==> src/common/qsort_pkg.sv <==
/*
  Banked packet sorter shared definitions.
  Sizes of the data path and RAM banks, bank status encoding,
  scoreboard update, RAM request and output beat structs.
*/
`default_nettype none

package qsort_pkg;

  // Data path and bank geometry
  localparam int WORD_W     = 16;
  localparam int BANK_DEPTH = 16;
  localparam int BANK_N     = 4;
  localparam int ADDR_W     = $clog2(BANK_DEPTH);
  localparam int IDX_W      = $clog2(BANK_N);

  typedef logic [ADDR_W-1:0] addr_t;
  typedef logic [WORD_W-1:0] word_t;
  typedef logic [IDX_W-1:0]  bank_idx_t;

  // Life cycle of a bank, in hand-off order
  typedef enum logic [2:0] {
    IDLE,
    LOADING,
    READY,
    SORTING,
    SORTED,
    UNLOADING
  } bank_status_t;

  // Scoreboard entry, last is length minus one
  typedef struct packed {
    bank_status_t status;
    addr_t        last;
  } bank_state_t;

  // One agent's write into the scoreboard
  typedef struct packed {
    logic        en;
    bank_idx_t   idx;
    bank_state_t state;
  } bank_update_t;

  // One agent's RAM access
  typedef struct packed {
    logic      en;
    logic      wen;
    bank_idx_t idx;
    addr_t     addr;
    word_t     din;
  } sram_req_t;

  // Output beat
  typedef struct packed {
    logic  vld;
    logic  sop;
    logic  eop;
    word_t dat;
  } sorted_beat_t;

endpackage

`default_nettype wire

==> src/source/spsram.sv <==
/*
  Single-port RAM, one bank deep enough for a full packet.
  Write on en with wen, registered read on en without wen.
*/
`timescale 1ns/1ps
`default_nettype none

module spsram (
  input  logic             clk,
  input  logic             en,
  input  logic             wen,
  input  qsort_pkg::addr_t addr,
  input  qsort_pkg::word_t din,
  output qsort_pkg::word_t dout
);

  qsort_pkg::word_t mem [qsort_pkg::BANK_DEPTH];

  always_ff @(posedge clk) begin
    if (en) begin
      if (wen)
        mem[addr] <= din;
      else
        dout <= mem[addr];
    end
  end

endmodule

`default_nettype wire

==> src/source/bank_memory.sv <==
/*
  Bank memory.
  Four single-port RAM banks. Each bank is driven by whichever agent
  request names it; sort and dequeue read data come back one cycle
  later from the bank recorded with the request.
*/
`timescale 1ns/1ps
`default_nettype none

module bank_memory (
  input  logic                 clk,
  input  qsort_pkg::sram_req_t enq_req,
  input  qsort_pkg::sram_req_t sort_req,
  input  qsort_pkg::sram_req_t deq_req,
  output qsort_pkg::word_t     sort_rdata,
  output qsort_pkg::word_t     deq_rdata
);

  qsort_pkg::sram_req_t [qsort_pkg::BANK_N-1:0] bank_req;
  qsort_pkg::word_t     [qsort_pkg::BANK_N-1:0] bank_dout;
  qsort_pkg::bank_idx_t                         sort_idx_q;
  qsort_pkg::bank_idx_t                         deq_idx_q;

  // Request steering, at most one agent per bank by ownership
  always_comb begin
    for (int i = 0; i < qsort_pkg::BANK_N; i++) begin
      bank_req[i] = '0;
      if (enq_req.en && enq_req.idx == qsort_pkg::bank_idx_t'(i))
        bank_req[i] = enq_req;
      else if (sort_req.en && sort_req.idx == qsort_pkg::bank_idx_t'(i))
        bank_req[i] = sort_req;
      else if (deq_req.en && deq_req.idx == qsort_pkg::bank_idx_t'(i))
        bank_req[i] = deq_req;
    end
  end

  for (genvar g = 0; g < qsort_pkg::BANK_N; g++) begin : g_bank
    spsram u_ram (
      .clk  (clk),
      .en   (bank_req[g].en),
      .wen  (bank_req[g].wen),
      .addr (bank_req[g].addr),
      .din  (bank_req[g].din),
      .dout (bank_dout[g])
    );
  end

  // Bank of the read in flight, aligned with registered dout
  always_ff @(posedge clk) begin
    sort_idx_q <= sort_req.idx;
    deq_idx_q  <= deq_req.idx;
  end

  assign sort_rdata = bank_dout[sort_idx_q];
  assign deq_rdata  = bank_dout[deq_idx_q];

endmodule

`default_nettype wire

==> src/source/bank_scoreboard.sv <==
/*
  Bank scoreboard.
  One status/length register per bank. Each agent writes only the bank
  it currently owns, so updates are steered by bank index and never
  collide. Busy is registered from the next-state statuses.
*/
`timescale 1ns/1ps
`default_nettype none

module bank_scoreboard (
  input  logic                                           clk,
  input  logic                                           rst,
  input  qsort_pkg::bank_update_t                        enq_upd,
  input  qsort_pkg::bank_update_t                        sort_upd,
  input  qsort_pkg::bank_update_t                        deq_upd,
  output qsort_pkg::bank_state_t [qsort_pkg::BANK_N-1:0] bank_state,
  output logic                                           busy
);

  qsort_pkg::bank_state_t [qsort_pkg::BANK_N-1:0] state_nxt;
  logic                                           any_busy;

  // Does this update target bank i
  function automatic logic hits(qsort_pkg::bank_update_t upd, int i);
    return upd.en && (upd.idx == qsort_pkg::bank_idx_t'(i));
  endfunction

  always_comb begin
    any_busy = 1'b0;
    for (int i = 0; i < qsort_pkg::BANK_N; i++) begin
      // Hold unless the owning agent writes
      state_nxt[i] = bank_state[i];
      if (hits(enq_upd, i))
        state_nxt[i] = enq_upd.state;
      if (hits(sort_upd, i))
        state_nxt[i] = sort_upd.state;
      if (hits(deq_upd, i))
        state_nxt[i] = deq_upd.state;
      // Any non-idle bank keeps the sorter busy
      if (state_nxt[i].status != qsort_pkg::IDLE)
        any_busy = 1'b1;
    end
  end

  always_ff @(posedge clk) begin
    if (rst) begin
      for (int i = 0; i < qsort_pkg::BANK_N; i++)
        bank_state[i] <= '{status: qsort_pkg::IDLE, last: '0};
      busy <= 1'b0;
    end else begin
      bank_state <= state_nxt;
      busy       <= any_busy;
    end
  end

endmodule

`default_nettype wire

==> src/enqueue/enqueue_ctrl.sv <==
/*
  Enqueue agent.
  Writes each accepted input word into the bank at its pointer, marks
  the bank LOADING on the first word and READY with its length on eop,
  then moves on to the next bank round-robin.
*/
`timescale 1ns/1ps
`default_nettype none

module enqueue_ctrl (
  input  logic                                           clk,
  input  logic                                           rst,
  input  logic                                           unsorted_vld,
  input  logic                                           unsorted_eop,
  input  qsort_pkg::word_t                               unsorted_dat,
  input  qsort_pkg::bank_state_t [qsort_pkg::BANK_N-1:0] bank_state,
  output logic                                           unsorted_rdy,
  output qsort_pkg::bank_update_t                        upd,
  output qsort_pkg::sram_req_t                           req
);

  typedef enum logic {FSM_IDLE, FSM_LOAD} enq_fsm_t;

  enq_fsm_t               fsm_r;
  qsort_pkg::addr_t       waddr_r;
  qsort_pkg::bank_idx_t   ptr_r;
  qsort_pkg::bank_state_t cur;
  logic                   accept;

  always_comb begin
    cur = bank_state[ptr_r];
    // Open for input while our bank is free or being filled
    unsorted_rdy = (cur.status == qsort_pkg::IDLE) || (cur.status == qsort_pkg::LOADING);
    accept       = unsorted_vld && unsorted_rdy;

    // Word goes straight into RAM
    req.en   = accept;
    req.wen  = 1'b1;
    req.idx  = ptr_r;
    req.addr = waddr_r;
    req.din  = unsorted_dat;

    // Status on first word and on eop
    upd.en           = accept && ((fsm_r == FSM_IDLE) || unsorted_eop);
    upd.idx          = ptr_r;
    upd.state.status = unsorted_eop ? qsort_pkg::READY : qsort_pkg::LOADING;
    upd.state.last   = waddr_r;
  end

  always_ff @(posedge clk) begin
    if (rst) begin
      fsm_r   <= FSM_IDLE;
      waddr_r <= '0;
      ptr_r   <= '0;
    end else if (accept) begin
      if (unsorted_eop) begin
        // Packet complete, next packet goes to next bank
        fsm_r   <= FSM_IDLE;
        waddr_r <= '0;
        ptr_r   <= ptr_r + 1'b1;
      end else begin
        fsm_r   <= FSM_LOAD;
        waddr_r <= waddr_r + 1'b1;
      end
    end
  end

endmodule

`default_nettype wire

==> src/sort/sort_engine.sv <==
/*
  Sort agent.
  Exchange sort of one bank in place through its single RAM port.
  Each pass walks j over 0..last-1, reading A[j] and A[j+1] and
  writing them back swapped when out of order. A pass with no swap
  ends the sort and the bank is handed to dequeue as SORTED.
*/
`timescale 1ns/1ps
`default_nettype none

module sort_engine (
  input  logic                                           clk,
  input  logic                                           rst,
  input  qsort_pkg::bank_state_t [qsort_pkg::BANK_N-1:0] bank_state,
  input  qsort_pkg::word_t                               rdata,
  output qsort_pkg::bank_update_t                        upd,
  output qsort_pkg::sram_req_t                           req
);

  typedef enum logic [2:0] {
    WAIT, READ_A, READ_B, COMPARE, WRITE_A, WRITE_B, PASS_END
  } sort_fsm_t;

  sort_fsm_t              fsm_r;
  sort_fsm_t              fsm_nxt;
  qsort_pkg::addr_t       j_r;
  qsort_pkg::word_t       a_r;
  qsort_pkg::word_t       b_r;
  logic                   swapped_r;
  qsort_pkg::bank_idx_t   ptr_r;
  qsort_pkg::bank_state_t cur;
  qsort_pkg::addr_t       j_inc;
  logic                   pass_done;
  logic                   out_of_order;

  always_comb begin
    cur          = bank_state[ptr_r];
    j_inc        = j_r + 1'b1;
    // j+1 reached the last word
    pass_done    = (j_inc == cur.last);
    // rdata holds A[j+1] in COMPARE
    out_of_order = (a_r > rdata);

    req      = '0;
    req.idx  = ptr_r;
    req.addr = j_r;

    upd       = '0;
    upd.idx   = ptr_r;
    upd.state = cur;

    fsm_nxt = fsm_r;
    case (fsm_r)
      WAIT: begin
        if (cur.status == qsort_pkg::READY) begin
          upd.en = 1'b1;
          // Single word is trivially sorted
          if (cur.last == '0) begin
            upd.state.status = qsort_pkg::SORTED;
          end else begin
            upd.state.status = qsort_pkg::SORTING;
            fsm_nxt          = READ_A;
          end
        end
      end
      READ_A: begin
        req.en  = 1'b1;
        fsm_nxt = READ_B;
      end
      READ_B: begin
        req.en   = 1'b1;
        req.addr = j_inc;
        fsm_nxt  = COMPARE;
      end
      COMPARE: begin
        if (out_of_order)
          fsm_nxt = WRITE_A;
        else
          fsm_nxt = pass_done ? PASS_END : READ_A;
      end
      WRITE_A: begin
        // Smaller word down to j
        req.en  = 1'b1;
        req.wen = 1'b1;
        req.din = b_r;
        fsm_nxt = WRITE_B;
      end
      WRITE_B: begin
        req.en   = 1'b1;
        req.wen  = 1'b1;
        req.addr = j_inc;
        req.din  = a_r;
        fsm_nxt  = pass_done ? PASS_END : READ_A;
      end
      PASS_END: begin
        if (swapped_r) begin
          fsm_nxt = READ_A;
        end else begin
          upd.en           = 1'b1;
          upd.state.status = qsort_pkg::SORTED;
          fsm_nxt          = WAIT;
        end
      end
      default: fsm_nxt = WAIT;
    endcase
  end

  always_ff @(posedge clk) begin
    if (rst) begin
      fsm_r     <= WAIT;
      j_r       <= '0;
      swapped_r <= 1'b0;
      ptr_r     <= '0;
    end else begin
      fsm_r <= fsm_nxt;
      // Bank done, move to next one
      if (upd.en && upd.state.status == qsort_pkg::SORTED)
        ptr_r <= ptr_r + 1'b1;
      if (fsm_r == WAIT || fsm_r == PASS_END) begin
        j_r       <= '0;
        swapped_r <= 1'b0;
      end else if (fsm_r == COMPARE && !out_of_order) begin
        j_r <= j_inc;
      end else if (fsm_r == WRITE_B) begin
        j_r       <= j_inc;
        swapped_r <= 1'b1;
      end
    end
  end

  // Held words, A[j] arrives in READ_B and A[j+1] in COMPARE
  always_ff @(posedge clk) begin
    if (fsm_r == READ_B)
      a_r <= rdata;
    if (fsm_r == COMPARE)
      b_r <= rdata;
  end

endmodule

`default_nettype wire

==> src/dequeue/dequeue_ctrl.sv <==
/*
  Dequeue agent.
  Reads a SORTED bank out one word per cycle from address 0 to last,
  frees the bank on the last read and advances round-robin. Beat
  markers follow the RAM read by one stage into the output register.
*/
`timescale 1ns/1ps
`default_nettype none

module dequeue_ctrl (
  input  logic                                           clk,
  input  logic                                           rst,
  input  qsort_pkg::bank_state_t [qsort_pkg::BANK_N-1:0] bank_state,
  input  qsort_pkg::word_t                               rdata,
  output qsort_pkg::bank_update_t                        upd,
  output qsort_pkg::sram_req_t                           req,
  output qsort_pkg::sorted_beat_t                        sorted
);

  typedef enum logic {FSM_IDLE, FSM_EMIT} deq_fsm_t;

  // Beat markers travelling alongside the RAM read
  typedef struct packed {
    logic vld;
    logic sop;
    logic eop;
  } beat_ctl_t;

  deq_fsm_t               fsm_r;
  qsort_pkg::addr_t       raddr_r;
  qsort_pkg::bank_idx_t   ptr_r;
  qsort_pkg::bank_state_t cur;
  logic                   issue;
  logic                   last_rd;
  beat_ctl_t              ctl_d;
  beat_ctl_t              ctl_r;

  always_comb begin
    cur     = bank_state[ptr_r];
    // Start on a sorted bank, then read every cycle
    issue   = (fsm_r == FSM_EMIT) || (cur.status == qsort_pkg::SORTED);
    last_rd = issue && (raddr_r == cur.last);

    req.en   = issue;
    req.wen  = 1'b0;
    req.idx  = ptr_r;
    req.addr = raddr_r;
    req.din  = '0;

    // UNLOADING on first read, IDLE on last
    upd.en           = issue && ((fsm_r == FSM_IDLE) || last_rd);
    upd.idx          = ptr_r;
    upd.state        = cur;
    upd.state.status = last_rd ? qsort_pkg::IDLE : qsort_pkg::UNLOADING;

    ctl_d.vld = issue;
    ctl_d.sop = issue && (fsm_r == FSM_IDLE);
    ctl_d.eop = last_rd;
  end

  always_ff @(posedge clk) begin
    if (rst) begin
      fsm_r   <= FSM_IDLE;
      raddr_r <= '0;
      ptr_r   <= '0;
    end else if (issue) begin
      fsm_r   <= last_rd ? FSM_IDLE : FSM_EMIT;
      raddr_r <= last_rd ? '0 : raddr_r + 1'b1;
      if (last_rd)
        ptr_r <= ptr_r + 1'b1;
    end
  end

  // One stage for the RAM, one for the output register
  always_ff @(posedge clk) begin
    if (rst) begin
      ctl_r.vld  <= 1'b0;
      sorted.vld <= 1'b0;
    end else begin
      ctl_r  <= ctl_d;
      sorted <= '{vld: ctl_r.vld, sop: ctl_r.sop, eop: ctl_r.eop, dat: rdata};
    end
  end

endmodule

`default_nettype wire

==> src/source/bank_sorter.sv <==
/*
  Banked packet sorter top level.
  Packets are loaded into one of four RAM banks, sorted in place and
  sent out in arrival order. Enqueue, sort and dequeue run on different
  banks at once, coordinated through the bank scoreboard.
*/
`timescale 1ns/1ps
`default_nettype none

module bank_sorter (
  input  logic                    clk,
  input  logic                    rst,
  input  logic                    unsorted_vld,
  input  logic                    unsorted_eop,
  input  qsort_pkg::word_t        unsorted_dat,
  output logic                    unsorted_rdy,
  output qsort_pkg::sorted_beat_t sorted,
  output logic                    busy
);

  // Scoreboard view shared by all agents
  qsort_pkg::bank_state_t [qsort_pkg::BANK_N-1:0] bank_state;

  // Per-agent scoreboard writes
  qsort_pkg::bank_update_t enq_upd;
  qsort_pkg::bank_update_t sort_upd;
  qsort_pkg::bank_update_t deq_upd;

  // Per-agent RAM accesses and read return
  qsort_pkg::sram_req_t enq_req;
  qsort_pkg::sram_req_t sort_req;
  qsort_pkg::sram_req_t deq_req;
  qsort_pkg::word_t     sort_rdata;
  qsort_pkg::word_t     deq_rdata;

  enqueue_ctrl u_enqueue (
    .clk          (clk),
    .rst          (rst),
    .unsorted_vld (unsorted_vld),
    .unsorted_eop (unsorted_eop),
    .unsorted_dat (unsorted_dat),
    .bank_state   (bank_state),
    .unsorted_rdy (unsorted_rdy),
    .upd          (enq_upd),
    .req          (enq_req)
  );

  sort_engine u_sort (
    .clk        (clk),
    .rst        (rst),
    .bank_state (bank_state),
    .rdata      (sort_rdata),
    .upd        (sort_upd),
    .req        (sort_req)
  );

  dequeue_ctrl u_dequeue (
    .clk        (clk),
    .rst        (rst),
    .bank_state (bank_state),
    .rdata      (deq_rdata),
    .upd        (deq_upd),
    .req        (deq_req),
    .sorted     (sorted)
  );

  bank_scoreboard u_scoreboard (
    .clk        (clk),
    .rst        (rst),
    .enq_upd    (enq_upd),
    .sort_upd   (sort_upd),
    .deq_upd    (deq_upd),
    .bank_state (bank_state),
    .busy       (busy)
  );

  bank_memory u_memory (
    .clk        (clk),
    .enq_req    (enq_req),
    .sort_req   (sort_req),
    .deq_req    (deq_req),
    .sort_rdata (sort_rdata),
    .deq_rdata  (deq_rdata)
  );

endmodule

`default_nettype wire

==> config.mk <==
export PLATFORM = sky130hd
export DESIGN_NAME = bank_sorter
export DESIGN_NICKNAME = d
export VERILOG_FILES = /design/src/common/qsort_pkg.sv /design/src/source/spsram.sv /design/src/source/bank_memory.sv /design/src/source/bank_scoreboard.sv /design/src/enqueue/enqueue_ctrl.sv /design/src/sort/sort_engine.sv /design/src/dequeue/dequeue_ctrl.sv /design/src/source/bank_sorter.sv
export SDC_FILE = /design/constraint.sdc
export NUM_CORES = 1
export LEC_CHECK = 0
export BUFFER_PORTS_ARGS = -buffer_cell sky130_fd_sc_hd__buf_2
export CELL_PAD_IN_SITES_DETAIL_PLACEMENT = 0
export CELL_PAD_IN_SITES_GLOBAL_PLACEMENT = 1
export CORE_ASPECT_RATIO = 0.75
export CORE_MARGIN = 8
export CORE_UTILIZATION = 45
export DETAILED_ROUTE_END_ITERATION = 12
export PLACE_DENSITY_LB_ADDON = 0.1
export SLEW_MARGIN = 20
export SYNTH_ARGS = -nofsm -noshare
export SYNTH_HDL_FRONTEND = slang
export SYNTH_HIERARCHICAL = 1
export SYNTH_SLANG_ARGS = --single-unit
==> constraint.sdc <==
create_clock -name clk -period 5.4 [get_ports clk]
set_input_delay 0.54 -clock clk [delete_from_list [all_inputs] [get_ports clk]]
set_output_delay 0.54 -clock clk [all_outputs]
set_load 0.02 [all_outputs]
==> run metrics, run 1 <==
Starting Density=45.3%; CTS max path bufs=3; Die Wd=402 µm; Post-Syn Instances=2843; total CTS buffers=114; ys flop type=edfxtp_1; Post-DRT Antenna Nets=0; Ys Warns=6; syn_area_per_cell=17.7 µm²; first-pass GRT wire length=192000 µm; CP dominant cell by count=buf_4; CTS tree=built; Clock Latency Late Sink=0.74 ns; cts hold-fix bufs=0; status=finished, final reports clean; most frequent cells in the layout=1140 x edfxtp_1, 300 x mux4_2, 191 x nand2_1; max-cap violations=0; HPWL Detailed=88500 µm; slowest CP cell=xnor2_1; WS Path Type=reg -> reg; final hold violations=0; clock root cell=clkbuf_16; worst vdd ir=0.281 mV; Final period util=92.0%; Seq cells post-synth=1199; Core Box Area=111000 µm²; GRT Util Overall=21.2%; Resize count post-CTS=0; Worst Path Required=5.98 ns; min-delay src=unsorted_vld; Die Ht=306 µm; r2r startpoint=u_sort/fsm_r[1]$_SDFFE_PP0P_; area of the mapped netlist=50400 µm²; Critical Path Source Type=flip-flop; share of layout cells above drive strength 1=26.9%; Hold/Removal Path Class=in -> reg; worst slew pin tran=1.20 ns; initial antenna violation count=17; Achievable Freq=201 MHz; Final TNS setup=0 ns; DR vias/cell=6.06; crit end category=flip-flop; crit path launch=u_sort/fsm_r[1]$_SDFFE_PP0P_; final core utilization=50.9%; Setup Buffers After CTS=0; clk_skew=0.0542 ns; Static Leak=0.0184 µW; drt total wl=132000 µm; post-DR wirelength/cell=29.3 µm; Die ar.=123000 µm²; pwr/cell area=422 nW/µm²; GP Congestion=0.859; vias in the first global route=26.9k; commonest non-fill, non-tap cell in the layout=edfxtp_1; CP cell instances=nand2b_1 > buf_4 > inv_1 > and2_1 > nor2_1 > nor2_1 > xnor2_1 > nand2_1 > a31oi_1 > buf_4 > nor2b_1 > buf_4 > a22oi_1 > nand2_1; clk sinks=1199; Port Buffers=40; synth-to-layout area growth=12.5%; via count=27.3k; Residual DRC=0; RSZ-0062 raised after global routing=no; WP data arrival=5.54 ns; Worst-path clk slew=0.08 ns; Final setup viols=0; grt ovf=0; DRT iter0 DRCs=3043; Distinct cells, synth=83; fin crit period=4.97 ns; register area share after synthesis=70.3%; first-pass detailed-route iteration total=7; Slew headroom=19.7%; num ports=41; Post-synth EDFFs=1140; CTS H-tree lvls=3; nets@finish=3005; CP max stage delay=0.93 ns; Slew Limit Fails=0; FFs w/ async S/R, synth=0%; Worst Path Max Fanout=17; Fillers=8920; largest net degree at the start of global routing=70; FP Rows=106
-- critical path: cells and delay by family (launching register included) --
kind	cells	cell delay [ns]
AND/OR/NAND/NOR	7	1.89
buffers and inverters	4	1.03
XOR/XNOR	1	0.93
flip-flops	1	0.50
AO/OA/AOI/OAI	2	0.46
-- where the power goes --
part	internal (µW)	total [µW]	switching, µW
sequential	11000	11400	354
clock	4640	8090	3440
combinational	1620	4420	2800
-- Yosys cell counts, drive strengths merged, types with 24 or more instances --
| library cell | instances | area, µm² |
|---|---|---|
| a21oi | 34 | 178 |
| a22oi | 128 | 1080 |
| a31oi | 67 | 419 |
| buf | 143 | 1100 |
| clkbuf | 93 | 349 |
| dfxtp | 59 | 1180 |
| edfxtp | 1140 | 34200 |
| inv | 31 | 116 |
| mux4 | 300 | 6760 |
| nand2 | 191 | 717 |
| nor2 | 187 | 702 |
| nor2b | 28 | 178 |
| nor3 | 24 | 120 |
| o21ai | 52 | 260 |
| or3 | 52 | 325 |
-- registers in the layout, indices dropped and copies added, names as in the netlist --
| name | count |
|---|---|
| u_memory/sort_idx_q | 2 |
| u_sort/swapped_r | 1 |
| u_scoreboard/bank_state | 28 |
| u_dequeue/ctl_r | 3 |
| u_sort/ptr_r | 2 |
| u_enqueue/fsm_r | 1 |
| u_dequeue/ptr_r | 2 |
| u_sort/a_r | 16 |
| u_sort/j_r | 4 |
| u_dequeue/fsm_r | 1 |
| u_scoreboard/busy | 1 |
| u_sort/fsm_r | 3 |
| u_dequeue/raddr_r | 4 |
| u_enqueue/waddr_r | 4 |
| u_enqueue/ptr_r | 2 |
| u_memory/g_bank.u_ram/dout | 64 |
| u_memory/deq_idx_q | 2 |
| u_dequeue/sorted | 19 |
| u_sort/b_r | 16 |
| u_memory/g_bank.u_ram/mem | 1024 |
-- worst paths after layout --
kind / slack, ns / cells after the start / endpoint
setup / recovery: 0.43 / 14 / u_memory/g_bank[1].u_ram/dout[6]$_DFFE_PP_
hold / removal: 0.13 / 3 / u_enqueue/waddr_r[0]$_SDFFE_PP0P_
setup reg to reg: 0.43 / 14 / u_memory/g_bank[1].u_ram/dout[6]$_DFFE_PP_
hold reg to reg: 0.42 / 0 / u_dequeue/sorted[17]$_DFFE_PN_
-- layout make-up --
type / instances / area [µm²] / area share, %
clock buffers: 141 / 3030 / 5.34
diodes: 4 / 10.0 / 0.0177
repair buffers: 226 / 1700 / 2.99
flip-flops and latches: 1199 / 35400 / 62.5
inverters: 32 / 121 / 0.214
multi-input cells: 1393 / 13800 / 24.4
clock inverters: 63 / 737 / 1.30
well taps: 1458 / 1820 / 3.22
-- metal layers --
layer / up-vias / wire length, µm / track usage, % / part of all wire, %
met2: 993 / 58700 / 31.5 / 44
met1: 14495 / 61500 / 32.8 / 46
li1: 11697 / - / - / -
met4: 8 / 2330 / 4.02 / 1.8
met3: 156 / 9830 / 4.15 / 7.4
met5: - / 57 / 0 / 0.043
-- cells by family (layout without fill, tap and decap cells) --
logic type,Yosys count,after routing,share of synthesized area [%]
flops,1199,1199,70.3
simple gates,639,639,6.48
compound gates,379,379,5.41
mux,323,323,13.9
buf+inv,268,462,3.11
fa+ha+maj,19,19,0.472
xor+xnor,13,13,0.330
other cells,3,24,0.0224
-- per-stage QoR --
step                hold WS (ns)  instance area [µm²]  setup slack [ns]  instances  total power, µW
finish                     0.129                56700             0.433       4516            23900
global route               0.113                56600             0.147       4513            24800
CTS                       0.0659                56600             0.499       4512            24100
detailed placement         0.405                52900             0.519       4308            16000
global placement           0.404                52800             0.507       4308            15900
floorplan                  0.382                50400             0.632       2860            14500
(Power assumes the default switching activity.)
==> run 2: changes to the inputs <==
--- a/config.mk
+++ b/config.mk
@@ -5,7 +5,7 @@
 export SDC_FILE = /design/constraint.sdc
 export NUM_CORES = 1
 export LEC_CHECK = 0
-export BUFFER_PORTS_ARGS = -buffer_cell sky130_fd_sc_hd__buf_2
+export BUFFER_PORTS_ARGS = -buffer_cell sky130_fd_sc_hd__buf_4
 export CELL_PAD_IN_SITES_DETAIL_PLACEMENT = 0
 export CELL_PAD_IN_SITES_GLOBAL_PLACEMENT = 1
 export CORE_ASPECT_RATIO = 0.75
==> run metrics, run 2 (synthesis results as in run 1) <==
synth-to-layout area growth=12.6%; Slew headroom=26.4% (+6.7 points); most frequent cells in the layout=1140 x edfxtp_1, 300 x mux4_2, 216 x buf_4; Net Sw Frac=27.8% (+0.24 points); largest net degree at the start of global routing=68 (-2.9%); drt total wl=133000 µm (+0.71%); Core Box Area=111000 µm² (unchanged); dpl ws=0.654 ns (+0.136 ns); NetSw=6660 µW (+1.0%); total CTS buffers=114 (unchanged); clk_skew=0.0289 ns (-0.0253 ns); vias in the first global route=27.2k (+1.0%); share of layout cells above drive strength 1=26.7% (-0.10 points); pwr/cell area=422 nW/µm² (about the same); worst slew pin tran=1.10 ns (-0.0915 ns); Residual DRC=0 (unchanged); Die Wd=402 µm (unchanged); cts hold-fix bufs=0 (unchanged); setup slack, reg-to-reg=0.71 ns (+0.27 ns); clock root cell=clkbuf_16; DR vias/cell=6.06 (about the same); initial antenna violation count=8 (-9); Clock power frac=33.5% (-0.3 points); Largest regs=u_memory/g_bank.u_ram/mem (1024), u_memory/g_bank.u_ram/dout (64), u_scoreboard/bank_state (28); grt ovf=0 (unchanged); Worst-path clk slew=0.08 ns (about the same); Reg with most FFs=u_memory/g_bank.u_ram/mem; GP Congestion=0.878 (+2.2%); Worst Path Required=5.72 ns (-0.26 ns); Port Buffers=40 (unchanged); via count=27.4k (+0.091%); Final Non-Filler Cells=4519 (+0.066%); HPWL Detailed=87600 µm (-1.0%); CTS max path bufs=3 (unchanged); fin crit period=4.69 ns (-0.274 ns); commonest non-fill, non-tap cell in the layout=edfxtp_1; fin worst setup slack=0.707 ns (+0.274 ns); nets@finish=3005 (unchanged); post-DR wirelength/cell=29.5 µm (+0.65%); DP Cell Count=4308 (unchanged); Final setup viols=0 (unchanged); FP Rows=106 (unchanged); WP data arrival=5.01 ns (-0.53 ns); Achievable Freq=213 MHz (+5.8%); max-cap violations=0 (unchanged); first-pass detailed-route iteration total=6 (-1); logic gate share of total power=19.1% (+0.6 points); Final TNS setup=0 ns (unchanged); Worst Path Max Fanout=33 (+16); worst vdd ir=0.324 mV (+15%); Setup Buffers After CTS=0 (unchanged); WS Path Type=reg -> reg; power share of the sequential group=47.4% (-0.3 points); Post-DRT Antenna Nets=0 (unchanged); GRT Util Overall=21.4% (+0.14 points); P_int=17300 µW (-0.18%); Hold/Removal Path Class=in -> reg; DRT iter0 DRCs=3015 (-0.92%); clk sinks=1199 (unchanged); Resize count post-CTS=0 (unchanged); status=finished, final reports clean; CTS H-tree lvls=3 (unchanged); final hold violations=0 (unchanged); CTS tree=built; Die Ht=306 µm (unchanged); Die ar.=123000 µm² (unchanged); Starting Density=45.3% (unchanged); Static Leak=0.0184 µW (about the same); Final period util=86.9% (-5.1 points); crit end category=flip-flop; RSZ-0062 raised after global routing=no; first-pass GRT wire length=194000 µm (+1.1%); num ports=41 (unchanged); Slew Limit Fails=0 (unchanged); Clock Latency Late Sink=0.73 ns (about the same); max reg flops=1024 (unchanged); Critical Path Source Type=flip-flop
==> run 2: changes by cell type in the layout (fill, tap and decap cells not counted), sizes merged <==
cell,change
clkinv,+8
clkbuf,-5
bufinv,-1
inv,-1
clkinvlp,+3
diode,-1
==> run 2: per-stage QoR <==
step                instance area (µm²)  total power (µW)  hold slack [ns]  util (%)
floorplan                         50400             14500            0.382         -
global placement                  53000             16000            0.403      47.6
detailed placement                53000             16100            0.407      47.6
CTS                               56700             24100           0.0780      51.0
global route                      56700             24800            0.115      51.0
finish                            56700             23900            0.129      51.0
==> run 2: power by group through the flow <==
stage | Sequential [µW] | Combinational (µW) | Clock, µW
5_1_grt | 11400 | 4910 | 8540
3_3_place_gp | 11500 | 4500 | 0
2_1_floorplan | 11400 | 3090 | 0
3_5_place_dp | 11600 | 4550 | 0
4_1_cts | 11400 | 4570 | 8200
6_report | 11400 | 4560 | 8030
==> run 2: layout make-up <==
| cell class | instances | area [µm²] |
|---|---|---|
| sequential | 1199 | 35400 |
| fill | 8904 | 54500 |
| tap | 1458 | 1820 |
| clock buffer | 136 | 2960 |
| multi-input combinational | 1393 | 13800 |
| clock inverter | 72 | 785 |
| inverter | 32 | 121 |
| antenna | 3 | 7.51 |
| timing repair buffer | 226 | 1820 |
==> run 2: worst max-delay path, stage by stage (launching register included) <==
cell	delay (ns)
dfxtp_1	0.64
inv_1	0.18
mux4_2	0.54
clkinv_2	0.12
and2_4	0.20
or3b_2	0.70
o22a_4	0.54
nand4b_1	0.47
nor2_2	0.88
==> run 2: path summary, 6_finish.rpt <==
path                                                       from                                            end  cells past startpoint
worst max-delay path            u_enqueue/ptr_r[1]$_SDFFE_PP0P_  u_memory/g_bank[0].u_ram/mem[10][6]$_DFFE_PP_                      8
worst min-delay path                               unsorted_vld              u_enqueue/waddr_r[0]$_SDFFE_PP0P_                      3
worst max register to register  u_enqueue/ptr_r[1]$_SDFFE_PP0P_  u_memory/g_bank[0].u_ram/mem[10][6]$_DFFE_PP_                      8
worst min register to register     u_dequeue/ctl_r[0]$_DFFE_PN_                 u_dequeue/sorted[16]$_DFFE_PN_                      0
==> run 2: per-layer routing <==
metal  track usage, %  vias up  part of all wire (%)
li1                 -    11681                     -
met1             32.8    14450                    46
met2             32.0     1071                    45
met3             3.56      166                   7.2
met4             5.05        6                   2.1
met5                0        -                 0.029
